## config.mk

```make
export PLATFORM = sky130hd
export DESIGN_NAME = pitaya_top
export DESIGN_NICKNAME = d
export VERILOG_FILES = /design/src/design/pitaya_pkg.sv /design/src/design/sys_bus_if.sv /design/src/design/pitaya_top.sv /design/src/design/dac_formatter.sv /design/src/design/adc_frontend.sv /design/src/design/housekeeping_regs.sv /design/src/design/sys_bus_decoder.sv
export SDC_FILE = /design/constraint.sdc
export NUM_CORES = 1
export LEC_CHECK = 0
export BUFFER_PORTS_ARGS = -buffer_cell sky130_fd_sc_hd__buf_4
export CAP_MARGIN = 0
export CORE_AREA = 2 2 107 109
export DETAILED_ROUTE_END_ITERATION = 8
export DIE_AREA = 0 0 109 111
export PLACE_DENSITY = 0.84
export SYNTH_ARGS = -nofsm -noshare
export SYNTH_HDL_FRONTEND = slang
export SYNTH_SLANG_ARGS = --single-unit
export TNS_END_PERCENT = 1
```

## constraint.sdc

```tcl
create_clock -name adc_clk -period 6.15 [get_ports adc_clk]
set_input_delay 0.615 -clock adc_clk [delete_from_list [all_inputs] [get_ports adc_clk]]
set_output_delay 0.615 -clock adc_clk [all_outputs]
set_load 0.05 [all_outputs]
```

## src/design/pitaya_pkg.sv

```systemverilog
package pitaya_pkg;

  ////////////////////////////////////////////////////////////
  // Bus types

  typedef logic [31:0] bus_addr_t;   // Wishbone byte address
  typedef logic [31:0] bus_data_t;
  typedef logic [3:0]  bus_sel_t;
  typedef logic [2:0]  region_t;     // Address bits 22 to 20
  typedef logic [19:0] hk_offset_t;  // Byte offset inside one region

  ////////////////////////////////////////////////////////////
  // Board data types

  typedef logic [15:0]        adc_raw_t;   // Low two bits unused by the 14 bit converter
  typedef logic signed [13:0] sample_t;    // Two's complement
  typedef logic [13:0]        dac_code_t;  // Offset form, inverted slope
  typedef logic [7:0]         exp_bank_t;
  typedef logic [7:0]         led_t;

  localparam region_t REGION_HK      = 3'd0;
  localparam int      ADC_LSB_UNUSED = 2;

  // Raw converter code that reads back as a zero sample
  localparam logic [13:0] CODE_ZERO = 14'h1fff;

  // Identification word, ASCII "RPHK"
  localparam bus_data_t HK_ID = 32'h5250_484b;

  ////////////////////////////////////////////////////////////
  // Housekeeping register map

  localparam hk_offset_t HK_OFS_ID      = 20'h00;
  localparam hk_offset_t HK_OFS_LOOP    = 20'h04;  // Bit 0 only
  localparam hk_offset_t HK_OFS_LED     = 20'h08;
  localparam hk_offset_t HK_OFS_EXP_DIR = 20'h0c;  // 1 drives the pin
  localparam hk_offset_t HK_OFS_EXP_OUT = 20'h10;
  localparam hk_offset_t HK_OFS_EXP_IN  = 20'h14;  // Read only
  localparam hk_offset_t HK_OFS_DAC_A   = 20'h18;
  localparam hk_offset_t HK_OFS_DAC_B   = 20'h1c;
  localparam hk_offset_t HK_OFS_ADC_A   = 20'h20;  // Read only
  localparam hk_offset_t HK_OFS_ADC_B   = 20'h24;  // Read only

  // Sign bit kept, lower 13 bits inverted
  // Same rule in both directions, offset code <-> two's complement
  function automatic logic [13:0] flip_low_bits(input logic [13:0] val);
    return {val[13], ~val[12:0]};
  endfunction

endpackage
```

## src/design/sys_bus_if.sv

```systemverilog
`timescale 1ns/1ps

// Region-0 device bus between the decoder and the housekeeping block
interface sys_bus_if;
  import pitaya_pkg::*;

  logic       req;     // Combinational, one region-0 request
  logic       we;
  hk_offset_t offset;
  bus_data_t  wdata;
  bus_sel_t   sel;

  bus_data_t  rdata;   // Registered by the device
  logic       ack;
  logic       err;     // Unmapped offset

  modport host (
    output req, we, offset, wdata, sel,
    input  rdata, ack, err
  );

  modport device (
    input  req, we, offset, wdata, sel,
    output rdata, ack, err
  );

endinterface

```

## src/design/pitaya_top.sv

```systemverilog
`timescale 1ns/1ps

module pitaya_top (
  input  logic                  adc_clk,
  input  logic                  reset_i,

  // Wishbone classic slave
  input  logic                  wb_cyc_i,
  input  logic                  wb_stb_i,
  input  logic                  wb_we_i,
  input  pitaya_pkg::bus_addr_t wb_adr_i,
  input  pitaya_pkg::bus_data_t wb_dat_i,
  input  pitaya_pkg::bus_sel_t  wb_sel_i,
  output pitaya_pkg::bus_data_t wb_dat_o,
  output logic                  wb_ack_o,
  output logic                  wb_err_o,

  // ADC
  input  pitaya_pkg::adc_raw_t  adc_dat_a_i,  // Channel 1
  input  pitaya_pkg::adc_raw_t  adc_dat_b_i,  // Channel 2

  // Expansion bank, no pad buffers here
  input  pitaya_pkg::exp_bank_t exp_in_i,
  output pitaya_pkg::exp_bank_t exp_out_o,
  output pitaya_pkg::exp_bank_t exp_dir_o,

  output pitaya_pkg::led_t      led_o,

  // DAC
  output pitaya_pkg::dac_code_t dac_dat_a_o,
  output pitaya_pkg::dac_code_t dac_dat_b_o,
  output logic                  dac_rst_o
);
  import pitaya_pkg::*;

  logic    digital_loop;  // Loopback switch
  sample_t adc_a;         // Converted or looped samples
  sample_t adc_b;
  sample_t dac_a;         // Stored DAC words
  sample_t dac_b;

  sys_bus_if hk_bus ();

  ////////////////////////////////////////////////////////////
  // Bus decoder, region 0 to housekeeping

  sys_bus_decoder i_decoder (
    .adc_clk  (adc_clk),
    .reset_i  (reset_i),
    .wb_cyc_i (wb_cyc_i),
    .wb_stb_i (wb_stb_i),
    .wb_we_i  (wb_we_i),
    .wb_adr_i (wb_adr_i),
    .wb_dat_i (wb_dat_i),
    .wb_sel_i (wb_sel_i),
    .wb_dat_o (wb_dat_o),
    .wb_ack_o (wb_ack_o),
    .wb_err_o (wb_err_o),
    .hk_bus   (hk_bus.host)
  );

  housekeeping_regs i_hk (
    .adc_clk   (adc_clk),
    .reset_i   (reset_i),
    .adc_a_i   (adc_a),
    .adc_b_i   (adc_b),
    .exp_in_i  (exp_in_i),
    .loop_o    (digital_loop),
    .led_o     (led_o),
    .exp_dir_o (exp_dir_o),
    .exp_out_o (exp_out_o),
    .dac_a_o   (dac_a),
    .dac_b_o   (dac_b),
    .bus       (hk_bus.device)
  );

  ////////////////////////////////////////////////////////////
  // Converter data paths

  adc_frontend i_adc (
    .adc_clk     (adc_clk),
    .reset_i     (reset_i),
    .adc_dat_a_i (adc_dat_a_i),
    .adc_dat_b_i (adc_dat_b_i),
    .loop_i      (digital_loop),
    .dac_a_i     (dac_a),
    .dac_b_i     (dac_b),
    .adc_a_o     (adc_a),
    .adc_b_o     (adc_b)
  );

  dac_formatter i_dac (
    .adc_clk     (adc_clk),
    .reset_i     (reset_i),
    .dac_a_i     (dac_a),
    .dac_b_i     (dac_b),
    .dac_dat_a_o (dac_dat_a_o),
    .dac_dat_b_o (dac_dat_b_o),
    .dac_rst_o   (dac_rst_o)
  );

endmodule

```

## src/design/dac_formatter.sv

```systemverilog
`timescale 1ns/1ps

module dac_formatter (
  input  logic                  adc_clk,
  input  logic                  reset_i,
  input  pitaya_pkg::sample_t   dac_a_i,
  input  pitaya_pkg::sample_t   dac_b_i,
  output pitaya_pkg::dac_code_t dac_dat_a_o,
  output pitaya_pkg::dac_code_t dac_dat_b_o,
  output logic                  dac_rst_o
);
  import pitaya_pkg::*;

  dac_code_t code_a_q;
  dac_code_t code_b_q;
  logic      rst_q;     // Converter reset, one cycle behind reset_i

  ////////////////////////////////////////////////////////////
  // Converter reset

  always_ff @(posedge adc_clk)
  begin
    rst_q <= reset_i;
  end

  ////////////////////////////////////////////////////////////
  // Output registers, signed to offset form

  always_ff @(posedge adc_clk)
  begin
    if (reset_i)
    begin
      code_a_q <= '0;  // Quiet while the converter is held
      code_b_q <= '0;
    end
    else
    begin
      code_a_q <= flip_low_bits(dac_a_i);
      code_b_q <= flip_low_bits(dac_b_i);
    end
  end

  assign dac_dat_a_o = code_a_q;
  assign dac_dat_b_o = code_b_q;
  assign dac_rst_o   = rst_q;

  // Codes stay cleared for as long as the converter sees reset
  a_codes_zero_in_rst: assert property (@(posedge adc_clk)
    dac_rst_o |-> (dac_dat_a_o == '0 && dac_dat_b_o == '0))
    else $error("DAC code not zero during converter reset");

endmodule

```

## src/design/adc_frontend.sv

```systemverilog
`timescale 1ns/1ps

module adc_frontend (
  input  logic                 adc_clk,
  input  logic                 reset_i,
  input  pitaya_pkg::adc_raw_t adc_dat_a_i,
  input  pitaya_pkg::adc_raw_t adc_dat_b_i,
  input  logic                 loop_i,
  input  pitaya_pkg::sample_t  dac_a_i,
  input  pitaya_pkg::sample_t  dac_b_i,
  output pitaya_pkg::sample_t  adc_a_o,
  output pitaya_pkg::sample_t  adc_b_o
);
  import pitaya_pkg::*;

  logic [13:0] raw_a_q;  // Converter code, offset form
  logic [13:0] raw_b_q;
  sample_t     conv_a;
  sample_t     conv_b;

  ////////////////////////////////////////////////////////////
  // Input registers

  // Upper 14 bits only
  always_ff @(posedge adc_clk)
  begin
    if (reset_i)
    begin
      raw_a_q <= CODE_ZERO;  // Reads as a zero sample
      raw_b_q <= CODE_ZERO;
    end
    else
    begin
      raw_a_q <= adc_dat_a_i[15:ADC_LSB_UNUSED];
      raw_b_q <= adc_dat_b_i[15:ADC_LSB_UNUSED];
    end
  end

  ////////////////////////////////////////////////////////////
  // Conversion and loopback

  // Negative slope converter
  assign conv_a = sample_t'(flip_low_bits(raw_a_q));
  assign conv_b = sample_t'(flip_low_bits(raw_b_q));

  // Stored DAC words, no extra delay
  assign adc_a_o = loop_i ? dac_a_i : conv_a;
  assign adc_b_o = loop_i ? dac_b_i : conv_b;

endmodule

```

## src/design/housekeeping_regs.sv

```systemverilog
`timescale 1ns/1ps

module housekeeping_regs (
  input  logic                  adc_clk,
  input  logic                  reset_i,
  input  pitaya_pkg::sample_t   adc_a_i,
  input  pitaya_pkg::sample_t   adc_b_i,
  input  pitaya_pkg::exp_bank_t exp_in_i,
  output logic                  loop_o,
  output pitaya_pkg::led_t      led_o,
  output pitaya_pkg::exp_bank_t exp_dir_o,
  output pitaya_pkg::exp_bank_t exp_out_o,
  output pitaya_pkg::sample_t   dac_a_o,
  output pitaya_pkg::sample_t   dac_b_o,
  sys_bus_if.device             bus
);
  import pitaya_pkg::*;

  logic      loop_q;
  led_t      led_q;
  exp_bank_t exp_dir_q;
  exp_bank_t exp_out_q;
  sample_t   dac_a_q;
  sample_t   dac_b_q;

  logic      accept;   // New request, not one already answered
  logic      hit;      // Offset is in the map
  bus_data_t rd_word;  // Current contents at the offset
  bus_data_t wr_word;  // rd_word with selected bytes replaced

  // Byte lane merge under sel
  function automatic bus_data_t merge_bytes(input bus_data_t old_val,
                                            input bus_data_t new_val,
                                            input bus_sel_t  lanes);
    bus_data_t res;
    res = old_val;
    for (int i = 0; i < 4; i++)
      if (lanes[i])
        res[8*i +: 8] = new_val[8*i +: 8];
    return res;
  endfunction

  ////////////////////////////////////////////////////////////
  // Address decode and readback

  always_comb
  begin
    hit = 1'b1;
    case (bus.offset)
      HK_OFS_ID:      rd_word = HK_ID;
      HK_OFS_LOOP:    rd_word = bus_data_t'(loop_q);
      HK_OFS_LED:     rd_word = bus_data_t'(led_q);
      HK_OFS_EXP_DIR: rd_word = bus_data_t'(exp_dir_q);
      HK_OFS_EXP_OUT: rd_word = bus_data_t'(exp_out_q);
      HK_OFS_EXP_IN:  rd_word = bus_data_t'(exp_in_i);
      HK_OFS_DAC_A:   rd_word = bus_data_t'(dac_a_q);  // Sign extended
      HK_OFS_DAC_B:   rd_word = bus_data_t'(dac_b_q);
      HK_OFS_ADC_A:   rd_word = bus_data_t'(adc_a_i);  // Sample as of the request cycle
      HK_OFS_ADC_B:   rd_word = bus_data_t'(adc_b_i);
      default:
      begin
        rd_word = '0;
        hit     = 1'b0;
      end
    endcase
  end

  assign accept  = bus.req & ~(bus.ack | bus.err);
  assign wr_word = merge_bytes(rd_word, bus.wdata, bus.sel);

  ////////////////////////////////////////////////////////////
  // Response, one cycle after req

  always_ff @(posedge adc_clk)
  begin
    if (reset_i)
    begin
      bus.ack <= 1'b0;
      bus.err <= 1'b0;
    end
    else
    begin
      bus.ack <= accept & hit;
      bus.err <= accept & ~hit;  // Unmapped
    end
  end

  always_ff @(posedge adc_clk)
  begin
    if (accept)
      bus.rdata <= rd_word;
  end

  ////////////////////////////////////////////////////////////
  // Writable registers

  always_ff @(posedge adc_clk)
  begin
    if (reset_i)
    begin
      loop_q    <= 1'b0;
      led_q     <= '0;
      exp_dir_q <= '0;  // All pins inputs
      exp_out_q <= '0;
      dac_a_q   <= '0;
      dac_b_q   <= '0;
    end
    else if (accept && bus.we)
    begin
      case (bus.offset)
        HK_OFS_LOOP:    loop_q    <= wr_word[0];
        HK_OFS_LED:     led_q     <= wr_word[7:0];
        HK_OFS_EXP_DIR: exp_dir_q <= wr_word[7:0];
        HK_OFS_EXP_OUT: exp_out_q <= wr_word[7:0];
        HK_OFS_DAC_A:   dac_a_q   <= wr_word[13:0];
        HK_OFS_DAC_B:   dac_b_q   <= wr_word[13:0];
        default:        ;  // ID, EXP_IN, ADC and unmapped keep their value
      endcase
    end
  end

  assign loop_o    = loop_q;
  assign led_o     = led_q;
  assign exp_dir_o = exp_dir_q;
  assign exp_out_o = exp_out_q;
  assign dac_a_o   = dac_a_q;
  assign dac_b_o   = dac_b_q;

  // Every response comes from a request seen the cycle before
  a_resp_has_req: assert property (@(posedge adc_clk) disable iff (reset_i)
    (bus.ack || bus.err) |-> $past(bus.req))
    else $error("response without request");

endmodule

```

## src/design/sys_bus_decoder.sv

```systemverilog
`timescale 1ns/1ps

module sys_bus_decoder (
  input  logic                  adc_clk,
  input  logic                  reset_i,
  input  logic                  wb_cyc_i,
  input  logic                  wb_stb_i,
  input  logic                  wb_we_i,
  input  pitaya_pkg::bus_addr_t wb_adr_i,
  input  pitaya_pkg::bus_data_t wb_dat_i,
  input  pitaya_pkg::bus_sel_t  wb_sel_i,
  output pitaya_pkg::bus_data_t wb_dat_o,
  output logic                  wb_ack_o,
  output logic                  wb_err_o,
  sys_bus_if.host               hk_bus
);
  import pitaya_pkg::*;

  region_t region;
  logic    wb_req;    // cyc and stb together
  logic    nul_req;   // Request into regions 1 to 7
  logic    nul_ack;

  assign region = wb_adr_i[22:20];
  assign wb_req = wb_cyc_i & wb_stb_i;

  ////////////////////////////////////////////////////////////
  // Region 0 goes to housekeeping

  assign hk_bus.req    = wb_req & (region == REGION_HK);
  assign hk_bus.we     = wb_we_i;
  assign hk_bus.offset = wb_adr_i[19:0];  // Region bits stripped
  assign hk_bus.wdata  = wb_dat_i;
  assign hk_bus.sel    = wb_sel_i;

  ////////////////////////////////////////////////////////////
  // Unused regions answer on their own

  assign nul_req = wb_req & (region != REGION_HK);

  // One ack per request, a held request is not answered twice
  always_ff @(posedge adc_clk)
  begin
    if (reset_i)
      nul_ack <= 1'b0;
    else
      nul_ack <= nul_req & ~nul_ack;
  end

  ////////////////////////////////////////////////////////////
  // Response mux back to the master

  // Address held by the master through the response cycle
  assign wb_dat_o = (region == REGION_HK) ? hk_bus.rdata : '0;  // Unused slots read zero
  assign wb_ack_o = hk_bus.ack | nul_ack;
  assign wb_err_o = hk_bus.err;                                 // Only region 0 can fail

  // Exactly one kind of response at the master
  a_ack_err_excl: assert property (@(posedge adc_clk) disable iff (reset_i)
    !(wb_ack_o && wb_err_o))
    else $error("ack and err high together");

endmodule

```

==> flow_summary.yaml, run 1 <==
synthesis:
  synthMuxAreaShare_pct: 4.84
  yosys.area.top_type: "dfxtp_1"
  synthFlopType: "dfxtp_1"
  syn_nets: 731
  syn_area_um2: 5790
  synth_most_common_cell: "dfxtp_1"
  yosysWarningCount: 0
  synth_seq_cells: 128
  synth_top_family_by_area: "simple AND/OR/NAND/NOR gates"
  synthSimpleGateAreaFrac_pct: 27.9
  yosys.area.top_type_share_pct: 39.1
  synth-adder-area-share_pct: 0
  synth-edff-count: 15
  synth-async-reset-ratio_pct: 0
  synth_xor_area_share_pct: 0
  synth_cell_types: 68
  syn_inst: 618
  synth_area_leaders: "dfxtp_1 (39%), edfxtp_1 (7.8%), nor2_1 (4.0%)"
  synth_area_per_cell_um2: 9.37
  synth_compound_area_share_pct: 14.6
  synth_common_cells: "dfxtp_1 (113), nor2_1 (62), nand2_1 (51), nand3_1 (34), or2_2 (34)"
  ys_seq_area_share_pct: 46.8
place:
  hpwl_um: 12300
  port_buffers: 166
  gp_congestion: 0.937
pwr:
  vdd.ir_drop.worst_v: 0.000174
  p_leak_nw: 3.12
  p_per_area_nw_per_um2: 266
layout:
  layout-drive-gt1-share_pct: 34.4
  nets: 862
  area_growth_pct: 29.5
  post-route-util_pct: 67.7
  n_antenna_cell: 0
detailed_routing:
  drt-total-wl_um: 17100
  first_pass_iters: 5
  antenna_left: 0
  drc: 0
  viasPerCell: 6.00
  wl_per_cell_um: 18.9
  vias: 5429
  drt-initial-drc-count: 519
clocking:
  clk_pin_slew_ps: 50
  cts_sinks: 128
  cts_buffers: 17
  cts_root_buf: "clkbuf_16"
  clockBufferDepth: 2
  clk_latency_ps: 410
  hold_buffers: 0
  cts_resized: 0
  htreeDepth: 4
  post_cts_buffers: 0
  cts_tree: "yes"
global_route:
  antenna_found_initial: 0
  grt-ovfl-total: 0
  grt_first_pass_wirelength_um: 26000
  grt_pass1_vias: 5011
  grt_max_degree: 66
  grt_use_total_pct: 28.3
job:
  maxCapViolCount: 0
hold_path:
  hp-class: "in2reg"
  min_path_cells: 2
  holdPathEnd: "i_adc.raw_a_q[12]"
  hold_path_startpoint: "adc_dat_a_i[14]"
sta:
  fin_skew_ps: 7.73
  setup_viol: 0
  hold_violations: 0
  relSlewSlack_pct: 7.99
  hold_slack_ps: 379
  worstMarginPinSlew_ps: 1350
  max_freq_mhz: 315
  setup_tns_ps: 0
  finalCriticalPeriod_ps: 3180
  rsz0062_at_grt: "false"
  maxSlewViolCount: 0
  fin_crit_sh_pct: 51.7
setup_path:
  cp-end-kind: "flop"
  r2r_setup_slack_ps: 3310
  start_kind: "input pin"
  worstPathArrival_ps: 3520
  reg2reg_from: "i_hk.bus.err"
  required_ps: 6490
  critPathMaxFanout: 19
  worstSetupPathType: "in2reg"
  reg2reg_to: "i_hk.exp_out_o[3]"
  worstRegToRegCells: 5
floorplan:
  die_width_um: 109
  ios: 200
  coreArea_um2: 11100
  die_area_um2: 12100
  rows: 39
  start_util_pct: 52.3
  fp.dieH_um: 111
run_status:
  status: "finished, final reports clean"
==> cells by family (layout without fill, tap and decap cells) <==
kind of cell	after synthesis	after routing
DFF	128	128
buffers and inverters	68	212
and+or+nand+nor	289	289
AOI/OAI and AO/OA	109	109
muxes	24	24
==> layer usage <==
metal / wire (µm) / part of all wire, % / global-route usage (%) / vias to the layer above
met5: 0 / 0 / 0 / -
met4: 612 / 3.6 / 12.4 / 0
met3: 1690 / 9.9 / 7.23 / 67
met2: 8130 / 48 / 46.2 / 368
met1: 6650 / 39 / 35.0 / 2524
li1: - / - / - / 2470
==> worst max path at each step <==
| stage | startpoint | endpoint | slack, ps | cells past startpoint |
|---|---|---|---|---|
| 6_report | wb_adr_i[1] | i_hk.dac_a_o[9] | 2970 | 7 |
| 5_1_grt | wb_adr_i[1] | i_hk.dac_a_o[8] | 2880 | 7 |
| 4_1_cts | wb_adr_i[1] | i_hk.dac_a_o[10] | 3060 | 7 |
| 3_5_place_dp | wb_adr_i[1] | i_hk.dac_a_o[10] | 2690 | 7 |
| 3_3_place_gp | wb_adr_i[1] | i_hk.dac_a_o[9] | 2820 | 7 |
| 2_1_floorplan | wb_adr_i[21] | wb_dat_o[15] | 3400 | 4 |
==> layout by cell type, fill, tap and decap left out, drive strengths merged, types with 11 or more instances in the layout <==
| master | n |
|---|---|
| and2 | 18 |
| a21oi | 19 |
| buf | 169 |
| nor3 | 13 |
| clkbuf | 22 |
| edfxtp | 15 |
| or2 | 34 |
| o21ai | 25 |
| nor4 | 11 |
| nand3 | 35 |
| dfxtp | 113 |
| nand2 | 51 |
| nand4 | 11 |
| nor2 | 64 |
| nor2b | 13 |
| mux2i | 19 |
==> report_power, final <==
group / total, mW / internal [mW] / switching [mW]
clock: 0.939 / 0.586 / 0.353
sequential: 0.869 / 0.864 / 0.00578
combinational: 0.183 / 0.0719 / 0.112
total: 1.99 / 1.52 / 0.471
==> layout make-up <==
| class | count | area (µm²) |
|---|---|---|
| Tap cell | 143 | 179 |
| Fill cell | 860 | 3570 |
| Sequential cell | 128 | 2710 |
| Timing Repair Buffer | 169 | 1270 |
| Multi-Input combinational cell | 422 | 2740 |
| Clock buffer | 22 | 475 |
| Inverter | 11 | 41.3 |
| Clock inverter | 10 | 86.3 |
==> stage by stage <==
| step | std cells | worst slack (ps) | power, mW | area [µm²] |
|---|---|---|---|---|
| after floorplan | 618 | 3400 | 0.988 | 5790 |
| after global placement | 873 | 2820 | 1.06 | 6940 |
| after detailed placement | 873 | 2690 | 1.07 | 6940 |
| after CTS | 905 | 3060 | 2.00 | 7500 |
| after global routing | 905 | 2880 | 2.05 | 7500 |
| final | 905 | 2970 | 1.99 | 7500 |
==> worst max-delay path, stage by stage <==
cell       delay, ps
buf_4            120
nor4_4           450
nand4_2          600
a2111oi_0       1320
a211o_1          200
nand3_1           70
a21oi_1          130
==> state kept, by name, indices dropped and copies added (netlist names) <==
register and flops:
i_hk.exp_out_o 8, i_hk.led_o 8, i_decoder.nul_ack 1, i_adc.raw_a_q 14
i_adc.raw_b_q 14, i_hk.bus.err 1, i_hk.bus.rdata 15, i_dac.dac_rst_o 1
i_hk.dac_a_o 14, i_hk.dac_b_o 14, i_hk.loop_o 1, i_hk.bus.ack 1
i_hk.exp_dir_o 8, i_dac.dac_dat_a_o 14, i_dac.dac_dat_b_o 14
Power figures use the tool's default switching activity.
==> inputs of run 2 (changes only) <==
--- a/config.mk
+++ b/config.mk
@@ -7,10 +7,10 @@
 export LEC_CHECK = 0
 export BUFFER_PORTS_ARGS = -buffer_cell sky130_fd_sc_hd__buf_4
 export CAP_MARGIN = 0
-export CORE_AREA = 2 2 107 109
+export CORE_AREA = 2 2 111 113
 export DETAILED_ROUTE_END_ITERATION = 8
-export DIE_AREA = 0 0 109 111
-export PLACE_DENSITY = 0.84
+export DIE_AREA = 0 0 113 115
+export PLACE_DENSITY = 0.79
 export SYNTH_ARGS = -nofsm -noshare
 export SYNTH_HDL_FRONTEND = slang
 export SYNTH_SLANG_ARGS = --single-unit
==> constraint.sdc (replaced) <==
create_clock -name adc_clk -period 3.05 [get_ports adc_clk]
set_input_delay 0.305 -clock adc_clk [delete_from_list [all_inputs] [get_ports adc_clk]]
set_output_delay 0.305 -clock adc_clk [all_outputs]
set_load 0.05 [all_outputs]
==> run 2 against run 1 <==
The flow now finishes with violations (design-rule violations). Flip-flop and latch count is the same. Combinational power increased by 100%. Sequential power increased by 100%. Utilization decreased by 2.0 points. Sequential share of layout area shrank 1.2 points.
==> flow_summary.yaml, run 2 (synthesis results as in run 1) <==
sta:
  finalCriticalPeriod_ps: 2550
  worstMarginPinSlew_ps: 708
  relSlewSlack_pct: 51.6
  rsz0062_at_grt: "false"
  fin_crit_sh_pct: 83.7
  setup_tns_ps: 0
  fin_skew_ps: 13.4
  hold_slack_ps: 67.0
  max_freq_mhz: 392
  maxSlewViolCount: 0
  hold_violations: 0
  setup_viol: 0
detailed_routing:
  wl_per_cell_um: 18.8
  drt-total-wl_um: 17400
  vias: 5326
  antenna_left: 0
  drt-initial-drc-count: 494
  drc: 14
  viasPerCell: 5.75
  first_pass_iters: 7
setup_path:
  r2r_setup_slack_ps: 500
  path_cells: "or2_2 > a211oi_1 > a2111oi_0 > buf_4 > o211ai_2 > nand3_1 > a21oi_1"
  required_ps: 3330
  worstPathArrival_ps: 2840
  cp_top_family: "compound AO/OA/AOI/OAI gates"
  worstRegToRegCells: 7
  reg2reg_from: "i_hk.loop_o"
  cp-end-kind: "flop"
  cpMaxStageDelayCell: "dfxtp_1"
  path_buf_inv: 1
  start_kind: "flop"
  reg2reg_to: "i_hk.dac_a_o[7]"
  worstSetupPathType: "reg2reg"
  max_stage_delay_ps: 800
  critPathMaxFanout: 27
pwr:
  totalPowerFinal_mw: 4.43
  p_leak_nw: 3.28
  vdd.ir_drop.worst_v: 0.000326
  p_per_area_nw_per_um2: 570
run_status:
  violations: "design-rule violations"
  status: "complete, but fails checks"
global_route:
  antenna_found_initial: 0
  grt-ovfl-total: 0
  grt_max_degree: 55
  grt_pass1_vias: 5066
  grt_use_total_pct: 26.6
  grt_first_pass_wirelength_um: 26600
place:
  port_buffers: 166
  hpwl_um: 12900
  gp_congestion: 0.906
clocking:
  cts_root_buf: "clkbuf_16"
  clk_pin_slew_ps: 60
  clockBufferDepth: 2
  post_cts_buffers: 0
  cts_tree: "yes"
  clk_latency_ps: 420
  cts_resized: 0
  cts_buffers: 17
  htreeDepth: 4
  hold_buffers: 0
  cts_sinks: 128
hold_path:
  hp-class: "in2reg"
  min_path_cells: 2
  hold_path_startpoint: "adc_dat_a_i[3]"
  holdPathEnd: "i_adc.raw_a_q[1]"
floorplan:
  coreArea_um2: 11800
  start_util_pct: 49.0
  die_area_um2: 13000
  fp.dieH_um: 115
  rows: 40
  ios: 200
  die_width_um: 113
layout:
  final_cell_mix: "buf_4 (187), dfxtp_1 (113), nor2_1 (62), nand2_1 (51)"
  largest_reg_flops: 15
  layout-drive-gt1-share_pct: 36.3
  n_antenna_cell: 0
  nets: 880
  largest-register: "i_hk.bus.rdata"
  n_fill_cell: 956
  final_common_cell: "buf_4"
  post-route-util_pct: 65.7
  area_growth_pct: 34.1
job:
  maxCapViolCount: 0
## run 2: cell count changes in the layout (fill, tap and decap cells not counted), moves of 3 or more
cell,before,now
clkinvlp_4,3,0
clkbuf_1,3,0
clkinv_4,1,4
clkinv_2,5,1
buf_4,169,187
bufinv_16,1,4
## run 2: area by class of cell
| class | count | area [µm²] | share of cell area [%] |
|---|---|---|---|
| Clock inverter | 10 | 169 | 2.18 |
| Sequential cell | 128 | 2710 | 34.9 |
| Inverter | 11 | 41.3 | 0.532 |
| Tap cell | 147 | 184 | 2.37 |
| Multi-Input combinational cell | 422 | 2740 | 35.3 |
| Clock buffer | 22 | 517 | 6.65 |
| Timing Repair Buffer | 187 | 1400 | 18.1 |
## run 2: per-layer routing
layer | part of all wire (%) | vias to the layer above | GRT usage [%]
met5 | 0 | - | 0
met2 | 50 | 257 | 46.2
met3 | 7.8 | 30 | 6.69
met4 | 2.0 | 0 | 10.0
met1 | 41 | 2537 | 31.9
li1 | - | 2502 | -
## run 2: power by group
group / internal [mW] / switching, mW
Sequential: 1.74 / 0.0106
Clock: 1.54 / 0.771
Combinational: 0.147 / 0.221
## run 2: worst max path at each step
stage	startpoint	slack [ps]	cells past startpoint	to
2_1_floorplan	i_hk.bus.err	860	5	i_hk.exp_out_o[2]
3_3_place_gp	wb_adr_i[13]	540	8	i_hk.dac_a_o[5]
3_5_place_dp	wb_adr_i[1]	490	8	i_hk.dac_a_o[5]
4_1_cts	i_hk.loop_o	640	7	i_hk.dac_a_o[7]
5_1_grt	i_hk.loop_o	410	7	i_hk.dac_a_o[7]
6_report	i_hk.loop_o	500	7	i_hk.dac_a_o[7]
## run 2: worst register-to-register path, cell delays in order (launching register included)
cell and delay (ps):
dfxtp_1 800, or2_2 240, a211oi_1 70, a2111oi_0 670, buf_4 230, o211ai_2 140, nand3_1 190, a21oi_1 90
## run 2: through the flow
stage	cells	instance area [µm²]	worst slack (ps)
after floorplan	618	5790	865
final	927	7760	497
after CTS	927	7760	638
after detailed placement	895	7080	493
after global routing	927	7760	410
after global placement	895	7080	543
==> inputs of run 3 (changes only) <==
--- a/config.mk
+++ b/config.mk
@@ -7,10 +7,10 @@
 export LEC_CHECK = 0
 export BUFFER_PORTS_ARGS = -buffer_cell sky130_fd_sc_hd__buf_4
 export CAP_MARGIN = 0
-export CORE_AREA = 2 2 111 113
+export CORE_AREA = 2 2 117 119
 export DETAILED_ROUTE_END_ITERATION = 8
-export DIE_AREA = 0 0 113 115
-export PLACE_DENSITY = 0.79
+export DIE_AREA = 0 0 119 121
+export PLACE_DENSITY = 0.75
 export SYNTH_ARGS = -nofsm -noshare
 export SYNTH_HDL_FRONTEND = slang
 export SYNTH_SLANG_ARGS = --single-unit
==> constraint.sdc (replaced) <==
create_clock -name adc_clk -period 2.1 [get_ports adc_clk]
set_input_delay 0.21 -clock adc_clk [delete_from_list [all_inputs] [get_ports adc_clk]]
set_output_delay 0.21 -clock adc_clk [all_outputs]
set_load 0.05 [all_outputs]
==> run 3 against run 2 <==
Critical path depth is the same. Register-to-register slack lost 400 ps. Clock skew shrank 4.7 ps. Non-clock buffer count grew 97. Largest power group unchanged. Clock power grew 26%. Cell area grew 10%. The flow now finishes without violations. Die area grew 11%. Routed wire length grew 11%. Worst hold slack lost 33 ps. Sequential share of layout area shrank 3.3 points.
==> flow_summary.yaml, run 3 (synthesis results as in run 1) <==
job:
  maxCapViolCount: 0
clocking:
  cts_root_buf: "clkbuf_16"
  cts_tree: "yes"
  clockBufferDepth: 2
  clk_pin_slew_ps: 60
  htreeDepth: 4
  cts_buffers: 17
  cts_sinks: 128
  clk_latency_ps: 420
layout:
  final_common_cell: "buf_4"
  final_cell_mix: "buf_4 (253), dfxtp_1 (113), nor2_1 (62), nand2_1 (51)"
  n_antenna_cell: 0
  design_area_um2: 8570
  nets: 977
  largest_reg_flops: 15
  largest-register: "i_hk.bus.rdata"
  area_growth_pct: 47.9
  layout-drive-gt1-share_pct: 40.5
place:
  gp_congestion: 0.952
  hpwl_um: 14600
  placedInstanceArea_um2: 7670
  place_ws_ps: -281
  port_buffers: 166
global_route:
  grt_first_pass_wirelength_um: 29800
  grt_max_degree: 106
  grt_util_met3_pct: 5.97
  top_usage_layer: "met2"
  antenna_found_initial: 0
  use_met2_pct: 46.3
  met1_usage_pct: 33.2
  grt-ovfl-total: 0
  grt_use_total_pct: 27.1
  grt_pass1_vias: 5614
setup_path:
  critPathMaxFanout: 5
  cp-end-kind: "flop"
  worstPathArrival_ps: 2340
  start_kind: "input pin"
  required_ps: 2420
  path_cells: "buf_4 > or3_1 > nor2_1 > nand4_1 > o221ai_1 > a211oi_2 > o41ai_2"
  cp_top_family: "simple AND/OR/NAND/NOR gates"
  cpMaxStageDelayCell: "or3_1"
  crit_cells: 7
  max_stage_delay_ps: 470
  path_buf_inv: 1
  worstSetupPathType: "in2reg"
  worstRegToRegCells: 8
detailed_routing:
  vias: 5703
  viasPerCell: 5.42
  first_pass_iters: 5
  drt-initial-drc-count: 429
  drc: 0
  antenna_left: 0
  drt-total-wl_um: 19300
  wl_per_cell_um: 18.4
sta:
  maxSlewViolCount: 0
  setup_viol: 0
  finalCriticalPeriod_ps: 2020
  hold_violations: 0
  worst_slack_ps: 82.5
  fin_crit_sh_pct: 96.1
  max_freq_mhz: 496
  worstMarginPinSlew_ps: 695
  relSlewSlack_pct: 53.6
  rsz0062_at_grt: "true"
  fin_skew_ps: 8.73
floorplan:
  fp.dieH_um: 121
  coreArea_um2: 13100
  ios: 200
  die_area_um2: 14400
  rows: 42
  start_util_pct: 44.3
  die_width_um: 119
hold_path:
  hp-class: "in2reg"
  min_path_cells: 3
pwr:
  totalPowerFinal_mw: 6.10
  p_leak_nw: 3.69
  p_per_area_nw_per_um2: 712
  vdd.ir_drop.worst_v: 0.000405
run_status:
  status: "finished, final reports clean"
==> run 3: changes by cell type in the layout (fill, tap and decap cells not counted), sizes merged <==
cell / previous run / this run
buf: 187 / 256
bufinv: 4 / 2
clkbuf: 22 / 23
clkinv: 6 / 5
clkinvlp: 0 / 2
dlygate4sd3: 0 / 28
==> run 3: stage by stage <==
stage | util [%] | hold slack [ps] | TNS (ps) | cells
6_report | 65.5 | 33.7 | 0 | 1053
5_1_grt | 65.5 | 39.7 | -91.3 | 1053
4_1_cts | 65.3 | 18.2 | 0 | 1053
3_5_place_dp | 58.7 | 397 | -3550 | 993
3_3_place_gp | 58.7 | 394 | -2230 | 993
2_1_floorplan | - | 238 | 0 | 618
==> run 3: cell type report <==
type	count	area [µm²]
Sequential cell	128	2710
Timing Repair Buffer	284	2240
Tap cell	176	220
Inverter	11	45.0
Clock buffer	23	478
Multi-Input combinational cell	422	2770
Fill cell	1078	4520
Clock inverter	9	106
==> run 3: path summary, 6_finish.rpt <==
kind / endpoint / slack, ps / from
max: i_hk.led_o[2] / 80 / wb_adr_i[4]
min: i_decoder.nul_ack / 30 / wb_stb_i
max reg2reg: i_hk.dac_a_o[10] / 100 / i_hk.loop_o
min reg2reg: i_decoder.nul_ack / 410 / i_decoder.nul_ack
==> run 3: layer usage <==
layer  share of wire, %  routed length [µm]
met5                  0                   0
met4                2.6                 501
met3                7.1                1370
met2                 49                9420
met1                 42                8050
==> run 3: timing repair <==
action / 4_1_cts / 5_1_grt
buffers inserted: 0 / 0
hold buffers: 28 / 0
pin swaps: 0 / 1
resized for setup: 4 / 5
hold endpoints to repair: 28 / 0
endpoints found under the setup margin: 12 / 20
==> run 3: power breakdown <==
group / switching (mW) / internal [mW] / leakage, nW
Clock: 1.08 / 1.84 / 0.288
Sequential: 0.0161 / 2.53 / 1.09
Combinational: 0.348 / 0.288 / 2.31
Total: 1.45 / 4.66 / 3.69
==> run 3: worst register-to-register path, stage by stage (launching register included) <==
cell and delay (ps):
dfxtp_1 390, buf_4 210, nor2b_2 170, nand2_1 150, a2111oi_1 440, buf_4 240, a211o_1 110, nand3_1 80
a21oi_1 140
